--- src/dcache_axi_pkg.sv ---
`default_nettype none

package dcache_axi_pkg;

    localparam int ADDR_WIDTH = 64;
    localparam int DATA_WIDTH = 64;                     // one AXI beat
    localparam int LINE_WIDTH = 256;                    // one cache line
    localparam int BEATS      = LINE_WIDTH / DATA_WIDTH;
    localparam int STRB_WIDTH = DATA_WIDTH / 8;
    localparam int ID_WIDTH   = 4;

    localparam logic [1:0] AXI_BURST_INCR = 2'b01;

    // unprivileged, secure, data access
    localparam logic [2:0] AXI_PROT_DATA = 3'b000;

    typedef logic [LINE_WIDTH-1:0] line_t;

    // address channel payload, same layout for AR and AW
    typedef struct packed {
        logic [ADDR_WIDTH-1:0] addr;
        logic [7:0]            len;     // beats minus one
        logic [2:0]            size;    // log2 of bytes per beat
        logic [1:0]            burst;
        logic [2:0]            prot;
        logic [ID_WIDTH-1:0]   id;
    } ar_req_t;

    typedef ar_req_t aw_req_t;

    typedef struct packed {
        logic [DATA_WIDTH-1:0] data;
        logic [STRB_WIDTH-1:0] strb;
        logic                  last;
    } w_beat_t;

    // resp is not carried, the bridge never looks at it
    typedef struct packed {
        logic [DATA_WIDTH-1:0] data;
        logic                  last;
    } r_beat_t;

endpackage

`default_nettype wire

--- src/dcache_axi_rd.sv ---
`timescale 1ns/100ps
`default_nettype none

module dcache_axi_rd
    import dcache_axi_pkg::*;
#(
    parameter logic [ID_WIDTH-1:0] AXI_ID = '0
) (
    input  logic                  clock,
    input  logic                  reset,
    input  logic                  req_i,
    input  logic [ADDR_WIDTH-1:0] addr_i,
    input  logic [1:0]            len_i,
    input  logic [2:0]            size_i,
    output logic                  ready_o,
    output ar_req_t               ar_o,
    output logic                  ar_valid_o,
    input  logic                  ar_ready_i,
    input  r_beat_t               r_i,
    input  logic                  r_valid_i,
    output logic                  r_ready_o,
    output r_beat_t               beat_o,
    output logic                  beat_valid_o
);

    typedef enum logic [1:0] {
        S_IDLE,
        S_ADDR,     // AR up until arready
        S_DATA      // collecting R beats
    } state_t;

    state_t state_q, state_d;

    logic [ADDR_WIDTH-1:0] addr_q;
    logic [1:0]            len_q;
    logic [2:0]            size_q;

    logic accept;
    logic ar_fire;
    logic r_fire;

    assign accept  = (state_q == S_IDLE) && req_i;
    assign ar_fire = ar_valid_o && ar_ready_i;
    assign r_fire  = r_valid_i && r_ready_o;

    always_comb begin
        state_d = state_q;
        case (state_q)
            S_IDLE: begin
                if (req_i) begin
                    state_d = S_ADDR;
                end
            end
            S_ADDR: begin
                if (ar_fire) begin
                    state_d = S_DATA;
                end
            end
            S_DATA: begin
                if (r_fire && r_i.last) begin   // last alone is not enough
                    state_d = S_IDLE;
                end
            end
            default: state_d = S_IDLE;
        endcase
    end

    always_ff @(posedge clock or negedge reset) begin
        if (!reset) begin
            state_q <= S_IDLE;
        end else begin
            state_q <= state_d;
        end
    end

    always_ff @(posedge clock) begin
        if (accept) begin
            addr_q <= addr_i;
            len_q  <= len_i;
            size_q <= size_i;
        end
    end

    assign ready_o    = (state_q == S_IDLE);
    assign ar_valid_o = (state_q == S_ADDR);
    assign r_ready_o  = (state_q == S_DATA);

    assign ar_o.addr  = addr_q;
    assign ar_o.len   = {6'd0, len_q};
    assign ar_o.size  = size_q;
    assign ar_o.burst = AXI_BURST_INCR;
    assign ar_o.prot  = AXI_PROT_DATA;
    assign ar_o.id    = AXI_ID;

    // beats go straight to the refill buffer on each handshake
    assign beat_o       = r_i;
    assign beat_valid_o = r_fire;

    // AR held with a stable payload until the slave takes it
    assert property (@(posedge clock) disable iff (!reset)
        ar_valid_o && !ar_ready_i |=> ar_valid_o && $stable(ar_o));

    // the slave offers R beats only while a burst is open
    assert property (@(posedge clock) disable iff (!reset)
        r_valid_i |-> state_q == S_DATA);

endmodule

`default_nettype wire

--- src/dcache_refill_buf.sv ---
`timescale 1ns/100ps
`default_nettype none

module dcache_refill_buf
    import dcache_axi_pkg::*;
(
    input  logic    clock,
    input  logic    reset,
    input  r_beat_t beat_i,
    input  logic    beat_valid_i,
    output line_t   line_o,
    output logic    line_valid_o
);

    localparam int IDX_WIDTH = $clog2(BEATS);

    logic [IDX_WIDTH-1:0] idx_q;    // slot for the next beat
    line_t                line_q;
    logic                 line_valid_q;

    // beat index, back to slot 0 once the burst ends
    always_ff @(posedge clock or negedge reset) begin
        if (!reset) begin
            idx_q <= '0;
        end else if (beat_valid_i) begin
            if (beat_i.last) begin
                idx_q <= '0;
            end else begin
                idx_q <= idx_q + 1'b1;
            end
        end
    end

    // slots a short burst does not reach keep what they had
    always_ff @(posedge clock) begin
        if (beat_valid_i) begin
            line_q[idx_q*DATA_WIDTH +: DATA_WIDTH] <= beat_i.data;
        end
    end

    always_ff @(posedge clock or negedge reset) begin
        if (!reset) begin
            line_valid_q <= 1'b0;
        end else begin
            line_valid_q <= beat_valid_i && beat_i.last;   // one cycle only
        end
    end

    assign line_o       = line_q;
    assign line_valid_o = line_valid_q;

    // a burst longer than a line would wrap onto slot 0
    assert property (@(posedge clock) disable iff (!reset)
        beat_valid_i && idx_q == IDX_WIDTH'(BEATS - 1) |-> beat_i.last);

    // the pulse never stretches, the read path needs a new AR first
    assert property (@(posedge clock) disable iff (!reset)
        line_valid_o |=> !line_valid_o);

endmodule

`default_nettype wire

--- src/dcache_axi_wr.sv ---
`timescale 1ns/100ps
`default_nettype none

module dcache_axi_wr
    import dcache_axi_pkg::*;
#(
    parameter logic [ID_WIDTH-1:0] AXI_ID = '0
) (
    input  logic                  clock,
    input  logic                  reset,
    input  logic                  req_i,
    input  logic [ADDR_WIDTH-1:0] addr_i,
    input  line_t                 line_i,
    input  logic [STRB_WIDTH-1:0] mask_i,
    input  logic [1:0]            len_i,
    input  logic [2:0]            size_i,
    output logic                  ready_o,
    output aw_req_t               aw_o,
    output logic                  aw_valid_o,
    input  logic                  aw_ready_i,
    output w_beat_t               w_o,
    output logic                  w_valid_o,
    input  logic                  w_ready_i,
    input  logic                  b_valid_i,
    output logic                  b_ready_o
);

    localparam int CNT_WIDTH = $clog2(BEATS);

    typedef enum logic [1:0] {
        S_IDLE,
        S_ADDR,
        S_DATA,
        S_RESP      // waiting for B
    } state_t;

    state_t state_q, state_d;

    logic [ADDR_WIDTH-1:0] addr_q;
    line_t                 line_q;
    logic [STRB_WIDTH-1:0] mask_q;
    logic [1:0]            len_q;
    logic [2:0]            size_q;
    logic [CNT_WIDTH-1:0]  cnt_q;

    logic accept;
    logic aw_fire;
    logic w_fire;
    logic w_last;

    assign accept  = (state_q == S_IDLE) && req_i;
    assign aw_fire = aw_valid_o && aw_ready_i;
    assign w_fire  = w_valid_o && w_ready_i;
    assign w_last  = (cnt_q == len_q);

    always_comb begin
        state_d = state_q;
        case (state_q)
            S_IDLE: if (req_i) state_d = S_ADDR;
            S_ADDR: if (aw_fire) state_d = S_DATA;
            S_DATA: if (w_fire && w_last) state_d = S_RESP;
            S_RESP: if (b_valid_i) state_d = S_IDLE;   // bresp ignored
            default: state_d = S_IDLE;
        endcase
    end

    always_ff @(posedge clock or negedge reset) begin
        if (!reset) begin
            state_q <= S_IDLE;
        end else begin
            state_q <= state_d;
        end
    end

    always_ff @(posedge clock) begin
        if (accept) begin
            addr_q <= addr_i;
            line_q <= line_i;
            mask_q <= mask_i;
            len_q  <= len_i;
            size_q <= size_i;
        end
    end

    // beat counter, steps on each accepted W beat
    always_ff @(posedge clock or negedge reset) begin
        if (!reset) begin
            cnt_q <= '0;
        end else if (accept) begin
            cnt_q <= '0;
        end else if (w_fire && !w_last) begin
            cnt_q <= cnt_q + 1'b1;
        end
    end

    assign ready_o    = (state_q == S_IDLE);
    assign aw_valid_o = (state_q == S_ADDR);
    assign w_valid_o  = (state_q == S_DATA);
    assign b_ready_o  = (state_q == S_RESP);

    assign aw_o.addr  = addr_q;
    assign aw_o.len   = {6'd0, len_q};
    assign aw_o.size  = size_q;
    assign aw_o.burst = AXI_BURST_INCR;
    assign aw_o.prot  = AXI_PROT_DATA;
    assign aw_o.id    = AXI_ID;

    assign w_o.data = line_q[cnt_q*DATA_WIDTH +: DATA_WIDTH];   // beat k is bits 64k up
    assign w_o.strb = mask_q;                                   // same mask every beat
    assign w_o.last = w_last;

    // counter must stop at the burst length
    assert property (@(posedge clock) disable iff (!reset)
        state_q != S_IDLE |-> cnt_q <= len_q);

    // W held with the same beat until the slave takes it
    assert property (@(posedge clock) disable iff (!reset)
        w_valid_o && !w_ready_i |=> w_valid_o && $stable(w_o));

endmodule

`default_nettype wire

--- src/dcache_axi_bridge.sv ---
`timescale 1ns/100ps
`default_nettype none

module dcache_axi_bridge
    import dcache_axi_pkg::*;
#(
    parameter logic [ID_WIDTH-1:0] AXI_ID = 4'd1
) (
    input  logic                  clock,
    input  logic                  reset,
    // refill requests
    input  logic                  rd_req_i,
    input  logic [ADDR_WIDTH-1:0] rd_addr_i,
    input  logic [1:0]            rd_len_i,
    input  logic [2:0]            rd_size_i,
    output logic                  rd_ready_o,
    output line_t                 rd_line_o,
    output logic                  rd_line_valid_o,
    // write-back requests
    input  logic                  wr_req_i,
    input  logic [ADDR_WIDTH-1:0] wr_addr_i,
    input  line_t                 wr_line_i,
    input  logic [STRB_WIDTH-1:0] wr_mask_i,
    input  logic [1:0]            wr_len_i,
    input  logic [2:0]            wr_size_i,
    output logic                  wr_ready_o,
    // AXI master
    output ar_req_t               ar_o,
    output logic                  ar_valid_o,
    input  logic                  ar_ready_i,
    input  r_beat_t               r_i,
    input  logic                  r_valid_i,
    output logic                  r_ready_o,
    output aw_req_t               aw_o,
    output logic                  aw_valid_o,
    input  logic                  aw_ready_i,
    output w_beat_t               w_o,
    output logic                  w_valid_o,
    input  logic                  w_ready_i,
    input  logic                  b_valid_i,
    output logic                  b_ready_o
);

    r_beat_t rd_beat;
    logic    rd_beat_valid;     // high on each R transfer

    dcache_axi_rd #(
        .AXI_ID(AXI_ID)
    ) u_rd (
        .clock       (clock),
        .reset       (reset),
        .req_i       (rd_req_i),
        .addr_i      (rd_addr_i),
        .len_i       (rd_len_i),
        .size_i      (rd_size_i),
        .ready_o     (rd_ready_o),
        .ar_o        (ar_o),
        .ar_valid_o  (ar_valid_o),
        .ar_ready_i  (ar_ready_i),
        .r_i         (r_i),
        .r_valid_i   (r_valid_i),
        .r_ready_o   (r_ready_o),
        .beat_o      (rd_beat),
        .beat_valid_o(rd_beat_valid)
    );

    dcache_refill_buf u_refill_buf (
        .clock       (clock),
        .reset       (reset),
        .beat_i      (rd_beat),
        .beat_valid_i(rd_beat_valid),
        .line_o      (rd_line_o),
        .line_valid_o(rd_line_valid_o)
    );

    // write path runs on its own, a refill may overlap it
    dcache_axi_wr #(
        .AXI_ID(AXI_ID)
    ) u_wr (
        .clock     (clock),
        .reset     (reset),
        .req_i     (wr_req_i),
        .addr_i    (wr_addr_i),
        .line_i    (wr_line_i),
        .mask_i    (wr_mask_i),
        .len_i     (wr_len_i),
        .size_i    (wr_size_i),
        .ready_o   (wr_ready_o),
        .aw_o      (aw_o),
        .aw_valid_o(aw_valid_o),
        .aw_ready_i(aw_ready_i),
        .w_o       (w_o),
        .w_valid_o (w_valid_o),
        .w_ready_i (w_ready_i),
        .b_valid_i (b_valid_i),
        .b_ready_o (b_ready_o)
    );

endmodule

`default_nettype wire

--- config.mk ---
export PLATFORM = sky130hd
export DESIGN_NAME = dcache_axi_bridge
export DESIGN_NICKNAME = d
export VERILOG_FILES = /design/src/dcache_axi_pkg.sv /design/src/dcache_axi_rd.sv /design/src/dcache_refill_buf.sv /design/src/dcache_axi_wr.sv /design/src/dcache_axi_bridge.sv
export SDC_FILE = /design/constraint.sdc
export NUM_CORES = 1
export LEC_CHECK = 0
export BUFFER_PORTS_ARGS = -buffer_cell sky130_fd_sc_hd__buf_2
export CAP_MARGIN = 20
export CORE_AREA = 2 2 384 386
export CTS_BUF_LIST = sky130_fd_sc_hd__clkbuf_4
export DETAILED_ROUTE_END_ITERATION = 6
export DIE_AREA = 0 0 386 388
export PLACE_DENSITY = 0.42
export SLEW_MARGIN = 20
export SYNTH_ARGS = -nofsm -noshare
export SYNTH_HDL_FRONTEND = slang
export SYNTH_SLANG_ARGS = --single-unit
--- constraint.sdc ---
create_clock -name clock -period 9.2 [get_ports clock]
set_clock_uncertainty 0.15 [all_clocks]
set_input_delay 1.84 -clock clock [delete_from_list [all_inputs] [get_ports clock]]
set_output_delay 1.84 -clock clock [all_outputs]
set_load 0.01 [all_outputs]
==> qor.txt, run 1 <==
outcome -> completed
R2R Path End -> u_wr.line_q[27]
Main synth FF type -> edfxtp_1
ANT nets after route -> 0
synth warn -> 0
CTS buffer count -> 195
Layout area overhead -> 40.6%
wire length per cell -> 22.5 um
min-delay src -> u_rd.state_q[1]
Starting Density -> 0.164
Seq/Total Area, Yosys -> 0.837
CTS sink count -> 667
Max Fclk -> 179 MHz
DRC Markers -> 0
largest family of logic cells by synthesized area -> simple AND/OR/NAND/NOR gates
crit-path cells -> buf_4 -> mux4_2 -> buf_2
CP max FO -> 44
R2R Setup Slk -> 5680 ps
Placeable Area -> 145000 um2
post-CTS sizing -> 0
Setup WS pre-CTS -> 4570 ps
Final Hold Violating Endpoints -> 0
pwr/cell area -> 263 nW/um2
first drt pass iteration count -> 7
Max Cap Violations -> 0
complex-gate fraction of the synthesized area -> 0.00220
Placer Congestion -> 0.813
actual slew at the worst max-slew pin -> 1040 ps
fin crit period -> 5600 ps
Critical-path top delay cell -> buf_4
xor and xnor area share after synthesis -> 0.00178
Iter 0 DRT Violations -> 650
gr ovfl total -> 0
RSZ-0062 raised after global routing -> no
fin. max-slew vios -> 0
gr usage total -> 0.127
Clk pin slew, worst setup/hold paths -> 70 ps
TritonCTS clock tree -> built
first-pass GRT wire length -> 130 mm
EDFF count, synth -> 658
Worst Hold Path Cells -> 1
fraction of registers with async set/reset -> 0.0135
Critical Path AT -> 3610 ps
kind of critical path -> flip-flop to output pin
Critical R2R Launch -> u_wr.state_q[0]
Post-CTS Setup Repair Bufs -> 0
clk_lat worst skew -> 1110 ps
maximum VDD drop -> 0.000121 V
mux cell area share after synthesis -> 0.0612
largest net degree at the start of global routing -> 129
initial antenna violation count -> 66
Synth Area in Simple Gates -> 0.0733
# H-tree levels -> 4
Synth Register Bits -> 667
vias in the first global route -> 16000
Max Buffers Root-to-Sink -> 3
Leak Pwr -> 0.0130 uW
crit-path max cell delay -> 810 ps
Final setup violation count -> 0
setup_tns -> 0 ps
mean area per synthesized cell -> 20.7 um2
required time worst endpoint -> 7210 ps
mapped cell area -> 23900 um2
Slew HR -> 0.306
drt total wl -> 98.2 mm
worst setup margin -> 3600 ps
CTS Root Cell -> clkbuf_4
R2R cell count -> 5
fraction of the cycle the final worst path needs -> 0.608
Hold Path End -> u_rd.state_q[0]
row count -> 140
element type at the critical path end -> output pin
# IOs -> 981
die area -> 150000 um2
die width -> 386 um
layout cells sized above 1 -> 0.565
via density per instance -> 3.53
CTS Hold Bufs -> 0
port bufs -> 950
synthesized instance count -> 1155
distinct cell type count after synthesis -> 35
via count -> 15400
Post-Synth Adder-Cell Area -> 0.00524
DPL Wire Length -> 74.3 mm
nets -> 2761
HP Class -> flip-flop to flip-flop
DIE HEIGHT -> 388 um
CP Launch Type -> flip-flop
-- state kept, by name, summed over array words and instances (netlist names) --
signal / count
u_wr.len_q: 2
u_wr.state_q: 2
u_wr.size_q: 3
u_wr.cnt_q: 2
u_rd.state_q: 2
u_rd.len_q: 2
u_refill_buf.line_valid_o: 1
u_rd.addr_q: 64
u_wr.mask_q: 8
u_refill_buf.idx_q: 2
u_rd.size_q: 3
u_wr.addr_q: 64
u_wr.line_q: 256
u_refill_buf.line_o: 256
-- synthesized netlist by cell type (all sizes together), types with 2 or more instances --
library cell | n | area share
conb | 2 | 0.00031
mux4 | 64 | 0.060
clkbuf | 26 | 0.0041
and3 | 5 | 0.0013
dfrtp | 9 | 0.0094
nor3 | 2 | 0.00063
nand2 | 4 | 0.00063
ha | 10 | 0.0052
nor2b | 3 | 0.00079
inv | 8 | 0.0013
edfxtp | 658 | 0.83
a21oi | 2 | 0.00042
nand2b | 30 | 0.0079
nor2 | 93 | 0.015
buf | 48 | 0.014
and2 | 172 | 0.045
xnor2 | 4 | 0.0018
nand3 | 4 | 0.00084
-- metrics by stage --
step                       util  hold slack (ps)  total power, uW  std cells  instance area [um2]
after CTS                 0.231              303             9060       4351                33500
after detailed placement  0.213              329             6030       3995                30900
after global placement    0.213              335             6020       3995                30900
after floorplan               -              291             5140       1183                24000
after global routing      0.231              330             9330       4368                33600
final                     0.231              348             8840       4374                33600
-- how the worst max path moves through the flow --
| stage | startpoint | endpoint | slack [ps] |
|---|---|---|---|
| 3_3_place_gp | wr_req_i | u_wr.line_q[25] | 4590 |
| 3_5_place_dp | wr_req_i | u_wr.line_q[25] | 4570 |
| 4_1_cts | u_wr.cnt_q[0] | w_o[29] | 3230 |
| 5_1_grt | u_wr.cnt_q[0] | w_o[29] | 3160 |
| 2_1_floorplan | wr_req_i | u_wr.addr_q[0] | 2660 |
| 6_report | u_wr.cnt_q[0] | w_o[20] | 3600 |
-- layout by cell type (no fill, tap or decap), drive strengths merged, types with 2 or more instances in the layout --
cell,n
a21oi,2
and2,172
and3,5
buf,969
clkbuf,297
clkinv,50
conb,30
dfrtp,9
diode,23
edfxtp,658
ha,10
inv,15
mux4,64
nand2,4
nand2b,30
nand3,4
nor2,93
nor2b,3
nor3,2
xnor2,4
-- report_power, final --
group,total [uW],switching [uW],internal [uW]
clock network,2940,1420,1520
registers,4060,180,3880
logic,1830,1130,703
total,8840,2730,6110
-- worst max-delay path: cells and delay by family, from the launching register on --
| family | cells | cell delay [ps] |
|---|---|---|
| buffers and inverters | 2 | 980 |
| DFF | 1 | 760 |
| muxes | 1 | 650 |
-- area by class of cell --
type                       instances  area (um2)
tap                             1917        2400
fill                           15500      112000
sequential                       667       20000
multi-input combinational        434        3590
inverter                           8        30.0
antenna                           23        57.6
clock inverter                    59         377
timing repair buffer             969        4910
clock buffer                     297        2230
-- layer usage --
metal | vias up | routed length [um] | part of all wire | track usage
li1 | 6747 | - | - | -
met1 | 7615 | 38800 | 0.40 | 0.148
met2 | 838 | 47100 | 0.48 | 0.206
met3 | 220 | 9560 | 0.097 | 0.0549
met4 | 18 | 2620 | 0.027 | 0.0424
met5 | - | 102 | 0.0010 | 0
-- logic make-up (layout without fill, tap and decap cells) --
kind of cell / Yosys count / in the layout
other cells: 2 / 53
fa+ha+maj: 10 / 10
compound gates: 8 / 8
mux: 66 / 66
flops: 667 / 667
simple gates: 316 / 316
buf+inv: 82 / 1333
xor+xnor: 4 / 4
No activity file was read; power rests on OpenSTA's default activity.
==> inputs of run 2 (changes only) <==
Settings changed: CORE_AREA 2 2 384 386 to 2 2 387 389, DIE_AREA 0 0 386 388 to 0 0 389 391, PLACE_DENSITY 0.42 to 0.4.
Clock period 9.2 ns to 5.5 ns, I/O delays scaled along.
==> run 2 against run 1 <==
  * Flip-flop and latch count stayed put
  * First-iteration DRC count increased by 23%
  * Final cell count is 10% higher
  * Non-clock buffer count increased by 457
  * Routed wire length shrank 0.95%
==> qor.txt, run 2 (synthesized netlist as in run 1, its figures left out) <==
busiest layer in global routing -> met2
# IOs -> 981
TritonCTS clock tree -> built
DPL Wire Length -> 70.3 mm
# H-tree levels -> 4
CTS sink count -> 667
initial antenna violation count -> 27
Hold Path End -> u_refill_buf.line_o[109]
Worst Hold Path Cells -> 2
Critical-path top delay cell -> dfrtp_4
via count -> 16800
Final setup violation count -> 0
CP max FO -> 36
crit-path cells -> buf_4 -> mux4_2 -> buf_2
stages on the worst setup path -> 3
element type at the critical path end -> output pin
final non-filler cell total -> 4826
switching share of total power -> 0.311
Seq pwr share -> 0.463
R2R Setup Slk -> 2470 ps
Placer Congestion -> 0.823
ANT nets after route -> 0
Slew HR -> 0.352
DIE HEIGHT -> 391 um
R2R Path End -> u_refill_buf.line_o[50]
post-CTS sizing -> 0
met3 global-route usage -> 0.0573
CTS buffer count -> 196
wire length per cell -> 20.2 um
fraction of the cycle the final worst path needs -> 0.808
commonest cells after routing, fill and taps aside -> buf_2, edfxtp_1, dlygate4sd3_1
min-delay src -> r_i[46]
Max Buffers Root-to-Sink -> 3
Max Cap Violations -> 0
setup_tns -> 0 ps
kind of critical path -> flip-flop to output pin
maximum VDD drop -> 0.000208 V
HP Class -> primary input to flip-flop
Starting Density -> 0.161
Cells after DPL -> 4022
die width -> 389 um
die area -> 152000 um2
P_int -> 10200 uW
Critical Path AT -> 3190 ps
CP Launch Type -> flip-flop
drt total wl -> 97.3 mm
fin. max-slew vios -> 0
Layout area overhead -> 59.1%
row count -> 142
outcome -> completed
Leak Pwr -> 0.0148 uW
power share of the clock group -> 0.315
P_sw -> 4620 uW
required time worst endpoint -> 4250 ps
met1 GRT Util -> 0.142
gr usage total -> 0.125
cell family with most CP delay -> flip-flops
first-pass GRT wire length -> 134 mm
Max Fclk -> 225 MHz
Iter 0 DRT Violations -> 800
R2R cell count -> 5
clk_lat worst skew -> 1030 ps
Clk pin slew, worst setup/hold paths -> 60 ps
Critical R2R Launch -> u_refill_buf.idx_q[0]
M2 GR Usage -> 0.206
pwr/cell area -> 391 nW/um2
vias in the first global route -> 18300
buffer and inverter count on the worst path -> 2
port bufs -> 950
gr ovfl total -> 0
Placeable Area -> 149000 um2
Comb pwr share -> 0.222
RSZ-0062 raised after global routing -> no
first drt pass iteration count -> 5
layout cells sized above 1 -> 0.473
Post-CTS Setup Repair Bufs -> 0
via density per instance -> 3.48
largest net degree at the start of global routing -> 102
actual slew at the worst max-slew pin -> 972 ps
Final Hold Violating Endpoints -> 0
DRC Markers -> 0
crit-path max cell delay -> 920 ps
fin crit period -> 4440 ps
commonest non-fill, non-tap cell in the layout -> buf_2
nets -> 3219
CTS Root Cell -> clkbuf_4
-- run 2: per-stage QoR --
step	total power (uW)	instance area [um2]	setup WS, ps	utilization	hold slack, ps
finish	14800	38000	1060	0.256	241
floorplan	8540	24000	971	-	291
global placement	10100	31000	2010	0.209	322
global route	15700	38000	590	0.256	17.2
detailed placement	10100	31000	2000	0.209	327
CTS	15200	38000	704	0.256	3.21
-- run 2: area by class of cell --
type	count	area, um2
fill	15700	111000
inverter	8	30.0
clock buffer	276	2070
sequential	667	20000
multi-input combinational	434	3600
clock inverter	56	338
timing repair buffer	1426	9510
antenna	15	37.5
tap	1944	2430
-- run 2: worst reg2reg max path: cells and delay by family (launching register included) --
kind / cells / cell delay, ps
DFF: 1 / 540
and+or+nand+nor: 2 / 950
buffers and inverters: 2 / 770
adders and majority gates: 1 / 470
-- run 2: power by group through the flow --
stage | Sequential, uW | Clock, uW | Combinational (uW)
after floorplan | 6940 | 0 | 1610
after global placement | 6990 | 0 | 3090
after detailed placement | 6990 | 0 | 3120
after CTS | 6890 | 4930 | 3400
after global routing | 6940 | 5180 | 3570
final | 6870 | 4680 | 3300
-- run 2: what timing repair did --
action,CTS,global route
hold buffers,457,0
setup endpoints to repair,0,0
endpoints found under the hold margin,522,0
-- run 2: routing by layer --
| metal | vias to the layer above | wire [um] | part of all wire |
|---|---|---|---|
| li1 | 7615 | - | - |
| met2 | 786 | 47000 | 0.48 |
| met3 | 177 | 9450 | 0.097 |
| met5 | - | 55 | 0.00057 |
| met1 | 8225 | 38300 | 0.39 |
| met4 | 8 | 2500 | 0.026 |
-- run 2: how the worst max path moves through the flow --
stage / end / from
2_1_floorplan: u_refill_buf.line_o[0] / r_valid_i
3_3_place_gp: w_o[53] / u_wr.cnt_q[0]
3_5_place_dp: w_o[53] / u_wr.cnt_q[0]
4_1_cts: w_o[53] / u_wr.cnt_q[0]
5_1_grt: w_o[53] / u_wr.cnt_q[0]
6_report: w_o[53] / u_wr.cnt_q[0]
